File: src/hdl/read_engine_pkg.sv
// Read engine shared definitions
// Widths, window limits, command codes and the job controller states

package read_engine_pkg;

	// Widths with a meaning of their own
	typedef logic [31:0] addr_t;
	typedef logic [15:0] elem_count_t;
	typedef logic [11:0] byte_size_t;
	typedef logic [2:0]  cmd_code_t;
	typedef logic        cmd_kind_t;
	typedef logic [3:0]  window_count_t;

	////////////////////////////////////////
	// Geometry
	////////////////////////////////////////

	localparam byte_size_t  ELEM_BYTES      = 12'd4;
	localparam byte_size_t  CACHELINE_BYTES = 12'd64;
	localparam elem_count_t LINE_ELEMS      = 16'd16;
	localparam addr_t       PAGE_BYTES      = 32'd4096;
	localparam elem_count_t PAGE_ELEMS      = 16'd1024;
	// A touch moves one 128 byte block per page
	localparam byte_size_t  TOUCH_BYTES     = 12'd128;

	// Commands per window
	localparam window_count_t READ_WINDOW     = 4'd8;
	localparam window_count_t PREFETCH_WINDOW = 4'd2;

	////////////////////////////////////////
	// Command codes and kinds
	////////////////////////////////////////

	localparam cmd_code_t CMD_READ_CL_S  = 3'd1;
	localparam cmd_code_t CMD_READ_CL_NA = 3'd2;
	localparam cmd_code_t CMD_READ_PNA   = 3'd3;
	localparam cmd_code_t CMD_TOUCH      = 3'd4;

	localparam cmd_kind_t KIND_PREFETCH = 1'b0;
	localparam cmd_kind_t KIND_READ     = 1'b1;

	// Job controller states
	typedef enum logic [2:0] {
		JOB_IDLE,
		JOB_PREFETCH,
		JOB_READ,
		JOB_NEXT,
		JOB_DONE
	} job_state_t;

endpackage

File: src/hdl/mem_cmd_if.sv
// Command link between one issuer and the job controller
// Carries window start, issued commands and routed responses

`timescale 1ns/1ps

interface mem_cmd_if;
	import read_engine_pkg::*;

	logic        start;
	addr_t       base;
	elem_count_t remaining;
	logic        cmd_valid;
	cmd_code_t   cmd_code;
	addr_t       cmd_addr;
	byte_size_t  cmd_bytes;
	elem_count_t cmd_elems;
	logic        resp_valid;
	elem_count_t resp_elems;
	logic        window_done;

	modport issuer (
		input  start, resp_valid, resp_elems,
		output base, remaining, cmd_valid, cmd_code, cmd_addr, cmd_bytes, cmd_elems,
		output window_done
	);

	modport control (
		output start, resp_valid, resp_elems,
		input  base, remaining, cmd_valid, cmd_code, cmd_addr, cmd_bytes, cmd_elems,
		input  window_done
	);

endinterface

File: src/hdl/page_prefetcher.sv
// Page prefetcher
// Issues one touch command per page for a prefetch window and
// reports the window done once every touch has been answered

`timescale 1ns/1ps

module page_prefetcher (
	input  logic                       clock,
	input  logic                       rstn,
	input  logic                       job_start,
	input  read_engine_pkg::addr_t     job_base,
	input  read_engine_pkg::elem_count_t job_size,
	input  logic                       cmd_alfull,
	mem_cmd_if.issuer                  bus
);
	import read_engine_pkg::*;

	logic          busy;
	logic          more;
	logic          issue;
	window_count_t sent;
	window_count_t recv;
	window_count_t win_sent;
	elem_count_t   page_elems;

	// A new window counts from zero on its start cycle
	assign win_sent   = bus.start ? '0 : sent;
	assign more       = (bus.remaining != '0) && (win_sent < PREFETCH_WINDOW);
	assign issue      = (bus.start || busy) && more && !cmd_alfull;
	assign page_elems = (bus.remaining > PAGE_ELEMS) ? PAGE_ELEMS : bus.remaining;

	////////////////////////////////////////
	// Window control
	////////////////////////////////////////

	always_ff @(posedge clock or negedge rstn) begin
		if (!rstn) begin
			busy            <= 1'b0;
			sent            <= '0;
			recv            <= '0;
			bus.remaining   <= '0;
			bus.cmd_valid   <= 1'b0;
			bus.window_done <= 1'b0;
		end else begin
			bus.cmd_valid   <= issue;
			bus.window_done <= 1'b0;
			if (job_start) begin
				bus.remaining <= job_size;
			end else if (issue) begin
				bus.remaining <= bus.remaining - page_elems;
			end
			if (bus.start) begin
				busy <= 1'b1;
				sent <= window_count_t'(issue);
				recv <= '0;
			end else if (busy) begin
				sent <= sent + window_count_t'(issue);
				recv <= recv + window_count_t'(bus.resp_valid);
				// Nothing left to send and all touches answered
				if (!more && recv == sent) begin
					busy            <= 1'b0;
					bus.window_done <= 1'b1;
				end
			end
		end
	end

	// Page address and command payload
	always_ff @(posedge clock) begin
		if (job_start) begin
			bus.base <= job_base;
		end else if (issue) begin
			bus.base <= bus.base + PAGE_BYTES;
		end
		if (issue) begin
			bus.cmd_code  <= CMD_TOUCH;
			bus.cmd_addr  <= bus.base;
			bus.cmd_bytes <= TOUCH_BYTES;
			bus.cmd_elems <= page_elems;
		end
	end

endmodule

File: src/hdl/line_reader.sv
// Cache-line reader
// Issues line read commands for one read window, picks the command
// code and byte size per line, and tracks the returning responses

`timescale 1ns/1ps

module line_reader (
	input  logic                       clock,
	input  logic                       rstn,
	input  logic                       job_start,
	input  read_engine_pkg::addr_t     job_base,
	input  read_engine_pkg::elem_count_t job_size,
	input  logic                       shared_mode,
	input  logic                       cmd_alfull,
	mem_cmd_if.issuer                  bus
);
	import read_engine_pkg::*;

	logic          busy;
	logic          more;
	logic          issue;
	logic          full_line;
	window_count_t sent;
	window_count_t recv;
	window_count_t win_sent;
	elem_count_t   line_elems;
	cmd_code_t     line_code;
	byte_size_t    line_bytes;

	assign win_sent   = bus.start ? '0 : sent;
	assign more       = (bus.remaining != '0) && (win_sent < READ_WINDOW);
	assign issue      = (bus.start || busy) && more && !cmd_alfull;
	assign full_line  = bus.remaining >= LINE_ELEMS;
	assign line_elems = full_line ? LINE_ELEMS : bus.remaining;

	////////////////////////////////////////
	// Command code and size
	////////////////////////////////////////

	always_comb begin
		if (shared_mode) begin
			line_code  = CMD_READ_CL_S;
			line_bytes = CACHELINE_BYTES;
		end else if (full_line) begin
			line_code  = CMD_READ_CL_NA;
			line_bytes = CACHELINE_BYTES;
		end else begin
			// Final partial line carries only the elements still owed
			line_code  = CMD_READ_PNA;
			line_bytes = byte_size_t'(line_elems) * ELEM_BYTES;
		end
	end

	////////////////////////////////////////
	// Window control
	////////////////////////////////////////

	always_ff @(posedge clock or negedge rstn) begin
		if (!rstn) begin
			busy            <= 1'b0;
			sent            <= '0;
			recv            <= '0;
			bus.remaining   <= '0;
			bus.cmd_valid   <= 1'b0;
			bus.window_done <= 1'b0;
		end else begin
			bus.cmd_valid   <= issue;
			bus.window_done <= 1'b0;
			if (job_start) begin
				bus.remaining <= job_size;
			end else if (issue) begin
				bus.remaining <= bus.remaining - line_elems;
			end
			if (bus.start) begin
				busy <= 1'b1;
				sent <= window_count_t'(issue);
				recv <= '0;
			end else if (busy) begin
				sent <= sent + window_count_t'(issue);
				recv <= recv + window_count_t'(bus.resp_valid);
				if (!more && recv == sent) begin
					busy            <= 1'b0;
					bus.window_done <= 1'b1;
				end
			end
		end
	end

	// Line address and command payload
	always_ff @(posedge clock) begin
		if (job_start) begin
			bus.base <= job_base;
		end else if (issue) begin
			bus.base <= bus.base + addr_t'(CACHELINE_BYTES);
		end
		if (issue) begin
			bus.cmd_code  <= line_code;
			bus.cmd_addr  <= bus.base;
			bus.cmd_bytes <= line_bytes;
			bus.cmd_elems <= line_elems;
		end
	end

endmodule

File: src/hdl/read_job_control.sv
// Read job controller
// Sequences prefetch and read windows, merges both command streams
// onto one port, steers responses by kind and counts done elements

`timescale 1ns/1ps

module read_job_control (
	input  logic                         clock,
	input  logic                         rstn,
	input  logic                         job_start,
	input  logic                         prefetch_en,
	mem_cmd_if.control                   pf_bus,
	mem_cmd_if.control                   rd_bus,
	input  logic                         resp_valid,
	input  read_engine_pkg::cmd_kind_t   resp_kind,
	input  read_engine_pkg::elem_count_t resp_elems,
	output logic                         cmd_valid,
	output read_engine_pkg::cmd_kind_t   cmd_kind,
	output read_engine_pkg::cmd_code_t   cmd_code,
	output read_engine_pkg::addr_t       cmd_addr,
	output read_engine_pkg::byte_size_t  cmd_bytes,
	output read_engine_pkg::elem_count_t cmd_elems,
	output read_engine_pkg::elem_count_t elems_done,
	output logic                         job_done
);
	import read_engine_pkg::*;

	job_state_t state;
	job_state_t state_next;
	logic       pf_en;
	logic       win_busy;

	// Window start strobes
	assign pf_bus.start = (state == JOB_PREFETCH) && !win_busy && (pf_bus.remaining != '0);
	assign rd_bus.start = (state == JOB_READ) && !win_busy && (rd_bus.remaining != '0);

	// Responses go back to the issuer of their kind
	assign pf_bus.resp_valid = resp_valid && (resp_kind == KIND_PREFETCH);
	assign pf_bus.resp_elems = resp_elems;
	assign rd_bus.resp_valid = resp_valid && (resp_kind == KIND_READ);
	assign rd_bus.resp_elems = resp_elems;

	assign job_done = (state == JOB_DONE);

	////////////////////////////////////////
	// Job state machine
	////////////////////////////////////////

	always_comb begin
		state_next = state;
		case (state)
			JOB_IDLE: begin
				if (job_start) begin
					state_next = prefetch_en ? JOB_PREFETCH : JOB_READ;
				end
			end
			JOB_PREFETCH: begin
				if (win_busy) begin
					if (pf_bus.window_done) begin
						state_next = JOB_READ;
					end
				end else if (pf_bus.remaining == '0) begin
					// All pages already touched
					state_next = (rd_bus.remaining == '0) ? JOB_DONE : JOB_READ;
				end
			end
			JOB_READ: begin
				if (win_busy) begin
					if (rd_bus.window_done) begin
						state_next = JOB_NEXT;
					end
				end else if (rd_bus.remaining == '0) begin
					state_next = JOB_DONE;
				end
			end
			JOB_NEXT: begin
				if (rd_bus.remaining != '0) begin
					state_next = pf_en ? JOB_PREFETCH : JOB_READ;
				end else begin
					state_next = JOB_DONE;
				end
			end
			default: begin
				state_next = JOB_IDLE;
			end
		endcase
	end

	always_ff @(posedge clock or negedge rstn) begin
		if (!rstn) begin
			state      <= JOB_IDLE;
			pf_en      <= 1'b0;
			win_busy   <= 1'b0;
			elems_done <= '0;
			cmd_valid  <= 1'b0;
		end else begin
			state     <= state_next;
			cmd_valid <= pf_bus.cmd_valid || rd_bus.cmd_valid;
			if (state == JOB_IDLE && job_start) begin
				pf_en      <= prefetch_en;
				elems_done <= '0;
			end else if (rd_bus.resp_valid) begin
				elems_done <= elems_done + rd_bus.resp_elems;
			end
			if (pf_bus.start || rd_bus.start) begin
				win_busy <= 1'b1;
			end else if (pf_bus.window_done || rd_bus.window_done) begin
				win_busy <= 1'b0;
			end
		end
	end

	// Only one issuer sends at a time
	always_ff @(posedge clock) begin
		if (pf_bus.cmd_valid) begin
			cmd_kind  <= KIND_PREFETCH;
			cmd_code  <= pf_bus.cmd_code;
			cmd_addr  <= pf_bus.cmd_addr;
			cmd_bytes <= pf_bus.cmd_bytes;
			cmd_elems <= pf_bus.cmd_elems;
		end else if (rd_bus.cmd_valid) begin
			cmd_kind  <= KIND_READ;
			cmd_code  <= rd_bus.cmd_code;
			cmd_addr  <= rd_bus.cmd_addr;
			cmd_bytes <= rd_bus.cmd_bytes;
			cmd_elems <= rd_bus.cmd_elems;
		end
	end

endmodule

File: src/hdl/read_engine_top.sv
// Read engine top level
// Job controller with a page prefetcher and a line reader beside it

`timescale 1ns/1ps

module read_engine_top (
	input  logic                         clock,
	input  logic                         rstn,
	input  logic                         job_start,
	input  read_engine_pkg::addr_t       job_base,
	input  read_engine_pkg::elem_count_t job_size,
	input  logic                         prefetch_en,
	input  logic                         shared_mode,
	input  logic                         cmd_alfull,
	input  logic                         resp_valid,
	input  read_engine_pkg::cmd_kind_t   resp_kind,
	input  read_engine_pkg::elem_count_t resp_elems,
	output logic                         cmd_valid,
	output read_engine_pkg::cmd_kind_t   cmd_kind,
	output read_engine_pkg::cmd_code_t   cmd_code,
	output read_engine_pkg::addr_t       cmd_addr,
	output read_engine_pkg::byte_size_t  cmd_bytes,
	output read_engine_pkg::elem_count_t cmd_elems,
	output read_engine_pkg::elem_count_t elems_done,
	output logic                         job_done
);

	mem_cmd_if pf_bus ();
	mem_cmd_if rd_bus ();

	read_job_control i_control (
		.clock       (clock),
		.rstn        (rstn),
		.job_start   (job_start),
		.prefetch_en (prefetch_en),
		.pf_bus      (pf_bus.control),
		.rd_bus      (rd_bus.control),
		.resp_valid  (resp_valid),
		.resp_kind   (resp_kind),
		.resp_elems  (resp_elems),
		.cmd_valid   (cmd_valid),
		.cmd_kind    (cmd_kind),
		.cmd_code    (cmd_code),
		.cmd_addr    (cmd_addr),
		.cmd_bytes   (cmd_bytes),
		.cmd_elems   (cmd_elems),
		.elems_done  (elems_done),
		.job_done    (job_done)
	);

	page_prefetcher i_prefetcher (
		.clock      (clock),
		.rstn       (rstn),
		.job_start  (job_start),
		.job_base   (job_base),
		.job_size   (job_size),
		.cmd_alfull (cmd_alfull),
		.bus        (pf_bus.issuer)
	);

	line_reader i_reader (
		.clock       (clock),
		.rstn        (rstn),
		.job_start   (job_start),
		.job_base    (job_base),
		.job_size    (job_size),
		.shared_mode (shared_mode),
		.cmd_alfull  (cmd_alfull),
		.bus         (rd_bus.issuer)
	);

endmodule

File: config.mk
export PLATFORM = sky130hd
export DESIGN_NAME = read_engine_top
export DESIGN_NICKNAME = d
export VERILOG_FILES = /design/src/hdl/read_engine_pkg.sv /design/src/hdl/mem_cmd_if.sv /design/src/hdl/page_prefetcher.sv /design/src/hdl/line_reader.sv /design/src/hdl/read_job_control.sv /design/src/hdl/read_engine_top.sv
export SDC_FILE = /design/constraint.sdc
export NUM_CORES = 1
export LEC_CHECK = 0
export BUFFER_PORTS_ARGS = -buffer_cell sky130_fd_sc_hd__buf_2
export CAP_MARGIN = 20
export CORE_MARGIN = 4
export CORE_UTILIZATION = 60
export CTS_BUF_LIST = sky130_fd_sc_hd__clkbuf_8
export CTS_CLUSTER_DIAMETER = 150
export DETAILED_ROUTE_END_ITERATION = 8
export PLACE_DENSITY_LB_ADDON = 0.12
export SLEW_MARGIN = 0
export SYNTH_ARGS = -nofsm -noshare
export SYNTH_HDL_FRONTEND = slang
export SYNTH_SLANG_ARGS = --single-unit
File: constraint.sdc
create_clock -name clock -period 5.69 [get_ports clock]
set_clock_uncertainty 0.15 [all_clocks]
set_input_delay 0.2845 -clock clock [delete_from_list [all_inputs] [get_ports clock]]
set_output_delay 0.2845 -clock clock [all_outputs]
set_load 0.005 [all_outputs]
After elaboration in Yosys (flattened, before gate mapping)

Cells that the tools add are included.

Input port bits: 72
RAM bits: 0
Output and inout port bits: 82
Latch bits: 0
Word-level logic and storage cells: 149
Register bits: 315
Memories: 0
Memory bits (read-only): 0

Mux-type cells: 55
Bitwise gates (word level): 1
Add/sub/neg operators: 9
Reduce and logical (&&, ||, !) cells: 38
$mul: 0
Shift-type cells: 0
Divide/modulo/power cells: 0
Eq/ne operators: 11
Order comparisons: 4

Operator list:

| cell                   | count |
|---|---|
| $mux 32                | 6 |
| $mux 16                | 10 |
| $mux 4                 | 10 |
| $add 32x13->32 const B | 1 |
| $add 32x7->32 const B  | 1 |
| $logic_not 16->1       | 2 |
| $reduce_bool 16->1     | 2 |
| $sub 16x16->16         | 2 |
| $mux 3                 | 10 |
| $add 16x16->16         | 1 |
| $add 4x1->4            | 4 |
| $ge 16x5->1 const B    | 1 |
| $gt 16x11->1 const B   | 1 |
| $logic_and 1x1->1      | 15 |
| $mux 1                 | 15 |
| $reduce_bool 2->1      | 7 |
| $mux 12                | 1 |
| $ne 3x2->1 const B     | 4 |
| $pmux 3 s4             | 1 |
| $eq 4x4->1             | 2 |
| $eq 3x2->1 const B     | 2 |
| $logic_or 1x1->1       | 5 |
| $reduce_and 5->1       | 1 |
| $logic_not 1->1        | 4 |
| other kinds (9)        | 10 |

Depth between registers and ports, before layout

Depth after elaboration: 11
Gate-level depth with buffers: 12
Depth with buffers taken out: 11

By module

Synthesis repeated with hierarchy kept, for this count alone.

Cells, all modules: 1,168
Area, all modules: 14,691.6 um2

By module, submodules not included:

| module           | times used | sequential area each (um2) | area each (um2) | cells each |
|---|---|---|---|---|
| line_reader      | 1          | 3,438.3                    | 5,149.9         | 408 |
| page_prefetcher  | 1          | 3,078.0                    | 4,798.4         | 385 |
| read_job_control | 1          | 2,462.4                    | 4,743.3         | 375 |

Least setup slack after synthesis

No wires, ideal clock.

Path kind: register to register
Start: register i_control.state[2]
End: register i_reader.bus.remaining[13]
Data required time: 5.415 ns
Library setup time: 0.125 ns
Path buffers: 0
Cell stages (with the launch flop): 8
Path slack: 1.490 ns
Arrival: 3.925 ns
Clock period less this slack: 4.200 ns
Path through: dfrtp_1 -> nor4b_1 -> o21bai_1 -> a21oi_2 -> o2111ai_1 -> nor3_1 -> xor2_1 -> mux2_2

Word-level cells in the longest chain between the ends: 9
Elaborated cells between the ends (all ways): 10
Classes of those cells: order compare: 1; eq/ne: 1; mux: 1; reduce/logical: 7

RTL lines:

| what                                 | RTL line               | RTL |
|---|---|---|
| from (decl)                          | read_job_control.sv:28 | `job_state_t state;` |
| from (signal assigned)               | read_job_control.sv:97 | `state <= state_next;` |
| $eq 3x2->1 *                         | read_job_control.sv:35 | `assign rd_bus.start = (state == JOB_READ) && !win_busy && (rd_bus.remaining != '0);` |
| $logic_and 1x1->1 * (2 in series)    | read_job_control.sv:35 |  |
| $mux 4                               | line_reader.sv:30      | `assign win_sent = bus.start ? '0 : sent;` |
| $lt 4x4->1                           | line_reader.sv:31      | `assign more = (bus.remaining != '0) && (win_sent < READ_WINDOW);` |
| $logic_and 1x1->1                    | line_reader.sv:31      |  |
| $logic_and 1x1->1 * (2 in series)    | line_reader.sv:32      | `assign issue = (bus.start \|\| busy) && more && !cmd_alfull;` |
| named net i_reader.issue             | line_reader.sv:21      | `logic issue;` |
| $reduce_bool 2->1 (no source line) * | -                      |  |
| to (signal assigned)                 | line_reader.sv:70      | `bus.remaining <= job_size;` |
| to (signal assigned)                 | line_reader.sv:72      | `bus.remaining <= bus.remaining - line_elems;` |
| to (decl)                            | mem_cmd_if.sv:23       | `output base, remaining, cmd_valid, cmd_code, cmd_addr, cmd_bytes, cmd_elems,` |

The timed path passes the listed nets; every way through them passes the cells marked *.
A chain may end at the register's enable or synchronous reset.

Worst setup path after layout

Start: register i_prefetcher.bus.remaining[11]
End: register i_prefetcher.sent[2]

Word-level cells in the longest chain between the ends: 10
Elaborated cells between the ends (all ways): 12
Classes of those cells: add/sub: 1; order compare: 1; mux: 3; reduce/logical: 7

RTL lines:

| what                              | RTL line                                      | RTL |
|---|---|---|
| from (decl)                       | mem_cmd_if.sv:23                              |  |
| from (signal assigned)            | page_prefetcher.sv:48                         | `bus.remaining <= job_size;` |
| from (signal assigned)            | page_prefetcher.sv:50                         | `bus.remaining <= bus.remaining - page_elems;` |
| $reduce_bool 16->1 *              | page_prefetcher.sv:28, read_job_control.sv:34 |  |
| $logic_and 1x1->1                 | read_job_control.sv:34                        | `assign pf_bus.start = (state == JOB_PREFETCH) && !win_busy && (pf_bus.remaining != '0);` |
| $mux 4                            | page_prefetcher.sv:27                         | `assign win_sent = bus.start ? '0 : sent;` |
| $lt 4x2->1                        | page_prefetcher.sv:28                         | `assign more = (bus.remaining != '0) && (win_sent < PREFETCH_WINDOW);` |
| $logic_and 1x1->1                 | page_prefetcher.sv:28                         |  |
| $logic_and 1x1->1 * (2 in series) | page_prefetcher.sv:29                         | `assign issue = (bus.start \|\| busy) && more && !cmd_alfull;` |
| named net i_prefetcher.issue      | page_prefetcher.sv:20                         | `logic issue;` |
| $add 4x1->4 *                     | page_prefetcher.sv:57                         | `sent <= sent + window_count_t'(issue);` |
| $mux 4 *                          | page_prefetcher.sv:56                         | `end else if (busy) begin` |
| $mux 4 *                          | page_prefetcher.sv:52                         | `if (bus.start) begin` |
| to (signal assigned)              | page_prefetcher.sv:54                         | `sent <= window_count_t'(issue);` |
| to (signal assigned)              | page_prefetcher.sv:57                         |  |
| to (decl)                         | page_prefetcher.sv:21                         | `window_count_t sent;` |

The timed path passes the listed nets; every way through them passes the cells marked *. The select of a mux whose other input is x is not followed.

==> metrics.txt <==
initial core utilization 0.619; Cells after Synth 1026; # setup viols final 0; Final Hold Viols 0; Hold Path Class input pin to flip-flop; Req. time, crit path 5.95 ns; gpl congestion 0.887; worst skew pair latency 0.56 ns; hold endpoint i_control.elems_done[9]$_DFFE_PN0P_; Iter 0 DRT Violations 476; RSZ-0062 raised after global routing no; clk sinks 310; Max Cap Viol 0; fillers 1498; RR Endpoint i_prefetcher.sent[2]$_DFFE_PN0N_; initial antenna violation count 0; largest cells by area after synthesis edfxtp_1 51%, dfrtp_1 14%, mux2_2 6.1%, ha_1 2.5%, xor2_1 2.4%; Max Transition Viols Final 0; simple-gate portion of the synthesized area 0.119; row count 54; Clk pin slew, worst setup/hold paths 0.06 ns; Worst setup SP type flip-flop; area share of fa/ha/maj cells after synthesis 0.0262; Async SR Flop Fraction 0.245; combinational family with the most area after synthesis simple AND/OR/NAND/NOR gates; largest net degree at the start of global routing 77; EDFF count, synth 233; Post-Route WL 28400 um; Die W 159 um; Syn. warnings 0; final instance area 16200 um2; DRC errors left 0; vias in the first global route 9230; die area 25300 um2; mux contribution to synthesized area 0.0691; TNS Setup 0 ns; post-route antenna net violation count 0; Critical R2R Launch i_prefetcher.bus.remaining[11]$_DFFE_PN0N_; FMAX 289 MHz; # diodes 0; CORE AREA 22100 um2; WP data arrival 3.72 ns; leading area contributor after synthesis edfxtp_1; # IOs 154; Rel. slew slack 0.327; power per cell area 454 nW/um2; R2R Setup Slk 2.23 ns; Hold Crit Depth 4; Mapped Area 13700 um2; number of buffers created by CTS 48; clock tree root buffer cell clkbuf_8; Tcrit/Tclk final 0.608; Syn Area/Cell 13.3 um2; Worst-Margin Slew 1.01 ns; sequential cell area fraction in the yosys report 0.652; Final nets 1374; status finished clean; Post-DP Area 14800 um2; Place WS 2.25 ns; VDD IR-drop max 0.365 mV; CTS tree done; Synth top area share 0.511; CP endpoint kind flip-flop; vias after detailed routing 8925; Top FF cell, synth edfxtp_1; DP Wirelength 18100 um; #FFs+latches synth 310; Post-CTS Resized 0; hold path start resp_elems[9]; gr ovfl total 0; critical path fanouts, max 55; Commonest cells post-synth 233 x edfxtp_1, 82 x nor2_1, 76 x dfrtp_1; GRT Total Usage 0.227; cell with the most instances after synthesis edfxtp_1; DR vias/cell 5.60; post-synthesis compound-gate area fraction 0.0730; Port Buf Inserts 151; First-pass DRT Iterations 5; Die Y 159 um; Final min period 3.46 ns; Layout Area Growth over Synthesis 18.7%; first-pass GRT wire length 47300 um; WS Path Type flip-flop to flip-flop; Post-Synth XOR/XNOR Area 0.0455; Synth cell types 64; H-tree levels 2; worst hold margin 0.118 ns; wire length per cell 17.8 um; final setup margin 2.23 ns; layout cells sized above 1 0.241; Pleak 0.00655 uW; Longest Clk Path Bufs 3; r2r worst-path depth 11
[cell usage in the layout, fill, tap and decap left out, types with 9 or more instances in the layout]
master / Yosys / routed
buf_2: 1 / 150
inv_1: 11 / 29
o21ai_0: 33 / 32
mux2_2: 74 / 74
nand3_1: 22 / 22
nor3_1: 20 / 20
and3_1: 18 / 18
a21oi_1: 52 / 52
and2_1: 31 / 31
xnor2_1: 34 / 34
conb_1: 2 / 25
ha_1: 27 / 27
xor2_1: 37 / 37
clkinv_2: 0 / 9
edfxtp_1: 233 / 233
clkbuf_8: 0 / 54
mux2i_1: 10 / 10
nor2_1: 82 / 82
nor2b_1: 22 / 22
a211oi_1: 12 / 12
dlygate4sd3_1: 0 / 53
nand2_1: 68 / 68
a21o_1: 12 / 12
dfrtp_1: 76 / 75
nand4_1: 10 / 10
buf_4: 2 / 10
[state kept, by name, summed over array words and instances, names as in the netlist, 4 cells and up]
register	flops
i_control.cmd_addr	32
i_control.cmd_bytes	10
i_control.cmd_elems	16
i_control.elems_done	16
i_prefetcher.bus.base	32
i_prefetcher.bus.cmd_addr	32
i_prefetcher.bus.cmd_elems	16
i_prefetcher.bus.remaining	16
i_prefetcher.recv	4
i_prefetcher.sent	4
i_reader.bus.base	32
i_reader.bus.cmd_addr	32
i_reader.bus.cmd_bytes	10
i_reader.bus.cmd_elems	16
i_reader.bus.remaining	16
i_reader.recv	4
i_reader.sent	4
[cells by family after synthesis]
group,count (synthesis)
buffers and inverters,53
other,2
flip-flops,310
adder cells (fa/ha/maj),28
AO/OA/AOI/OAI,161
XOR/XNOR,71
AND/OR/NAND/NOR,316
multiplexers,85
[worst max path at each step]
| stage | from | end | slack [ns] | cells past startpoint |
|---|---|---|---|---|
| floorplan | i_control.state[2]$_DFFE_PN0P_ | i_reader.bus.remaining[13]$_DFFE_PN0N_ | 1.49 | 7 |
| global placement | i_prefetcher.bus.remaining[11]$_DFFE_PN0N_ | i_prefetcher.sent[2]$_DFFE_PN0N_ | 2.37 | 11 |
| detailed placement | i_prefetcher.bus.remaining[11]$_DFFE_PN0N_ | i_prefetcher.sent[2]$_DFFE_PN0N_ | 2.25 | 11 |
| CTS | i_prefetcher.bus.remaining[11]$_DFFE_PN0N_ | i_prefetcher.sent[2]$_DFFE_PN0N_ | 2.25 | 11 |
| global route | i_control.state[1]$_DFFE_PN0P_ | i_reader.bus.remaining[2]$_DFFE_PN0N_ | 1.85 | 7 |
| finish | i_prefetcher.bus.remaining[11]$_DFFE_PN0N_ | i_prefetcher.sent[2]$_DFFE_PN0N_ | 2.23 | 11 |
[area by class of cell]
type	count	area (um2)	share of cell area
Multi-Input combinational cell	686	4660	0.287
Inverter	15	56.3	0.00347
Clock buffer	54	743	0.0458
Tap cell	280	350	0.0216
Timing Repair Buffer	213	1360	0.0835
Sequential cell	310	8920	0.549
Clock inverter	35	151	0.00933
[critical path, stage by stage (launching register included)]
cell     delay [ns]
dfrtp_1        0.43
or4_1          0.60
nor3_2         0.42
nand2_1        0.16
nand2_1        0.33
inv_2          0.04
buf_4          0.38
ha_1           0.33
ha_1           0.18
nand2_1        0.08
xor2_1         0.17
nor2_1         0.05
[stage by stage]
stage               total power (uW)  cells   util
finish                          7370   1593  0.735
global route                    7840   1593  0.735
CTS                             7430   1593  0.735
detailed placement              5670   1451  0.670
global placement                5600   1451  0.670
floorplan                       4940   1049      -
[what timing repair did]
action                                 in CTS  in global routing
hold buffers                               53                  0
endpoints found under the hold margin     178                  0
setup buffers                               0                  0
setup endpoints to repair                   0                  0
[metal layers]
layer,vias to the layer above,part of all wire,track usage,routed length (um)
met5,-,0,0,0
met4,0,0.016,0.0588,460
met3,44,0.063,0.0443,1790
met2,275,0.49,0.388,14000
met1,4330,0.43,0.305,12100
li1,4276,-,-,-
[report_power, final]
part | switching, uW | leakage, uW | internal (uW)
sequential | 392 | 0.00318 | 3310
combinational | 1090 | 0.00283 | 870
clock | 834 | 0.000533 | 873
(Power assumes the default switching activity.)
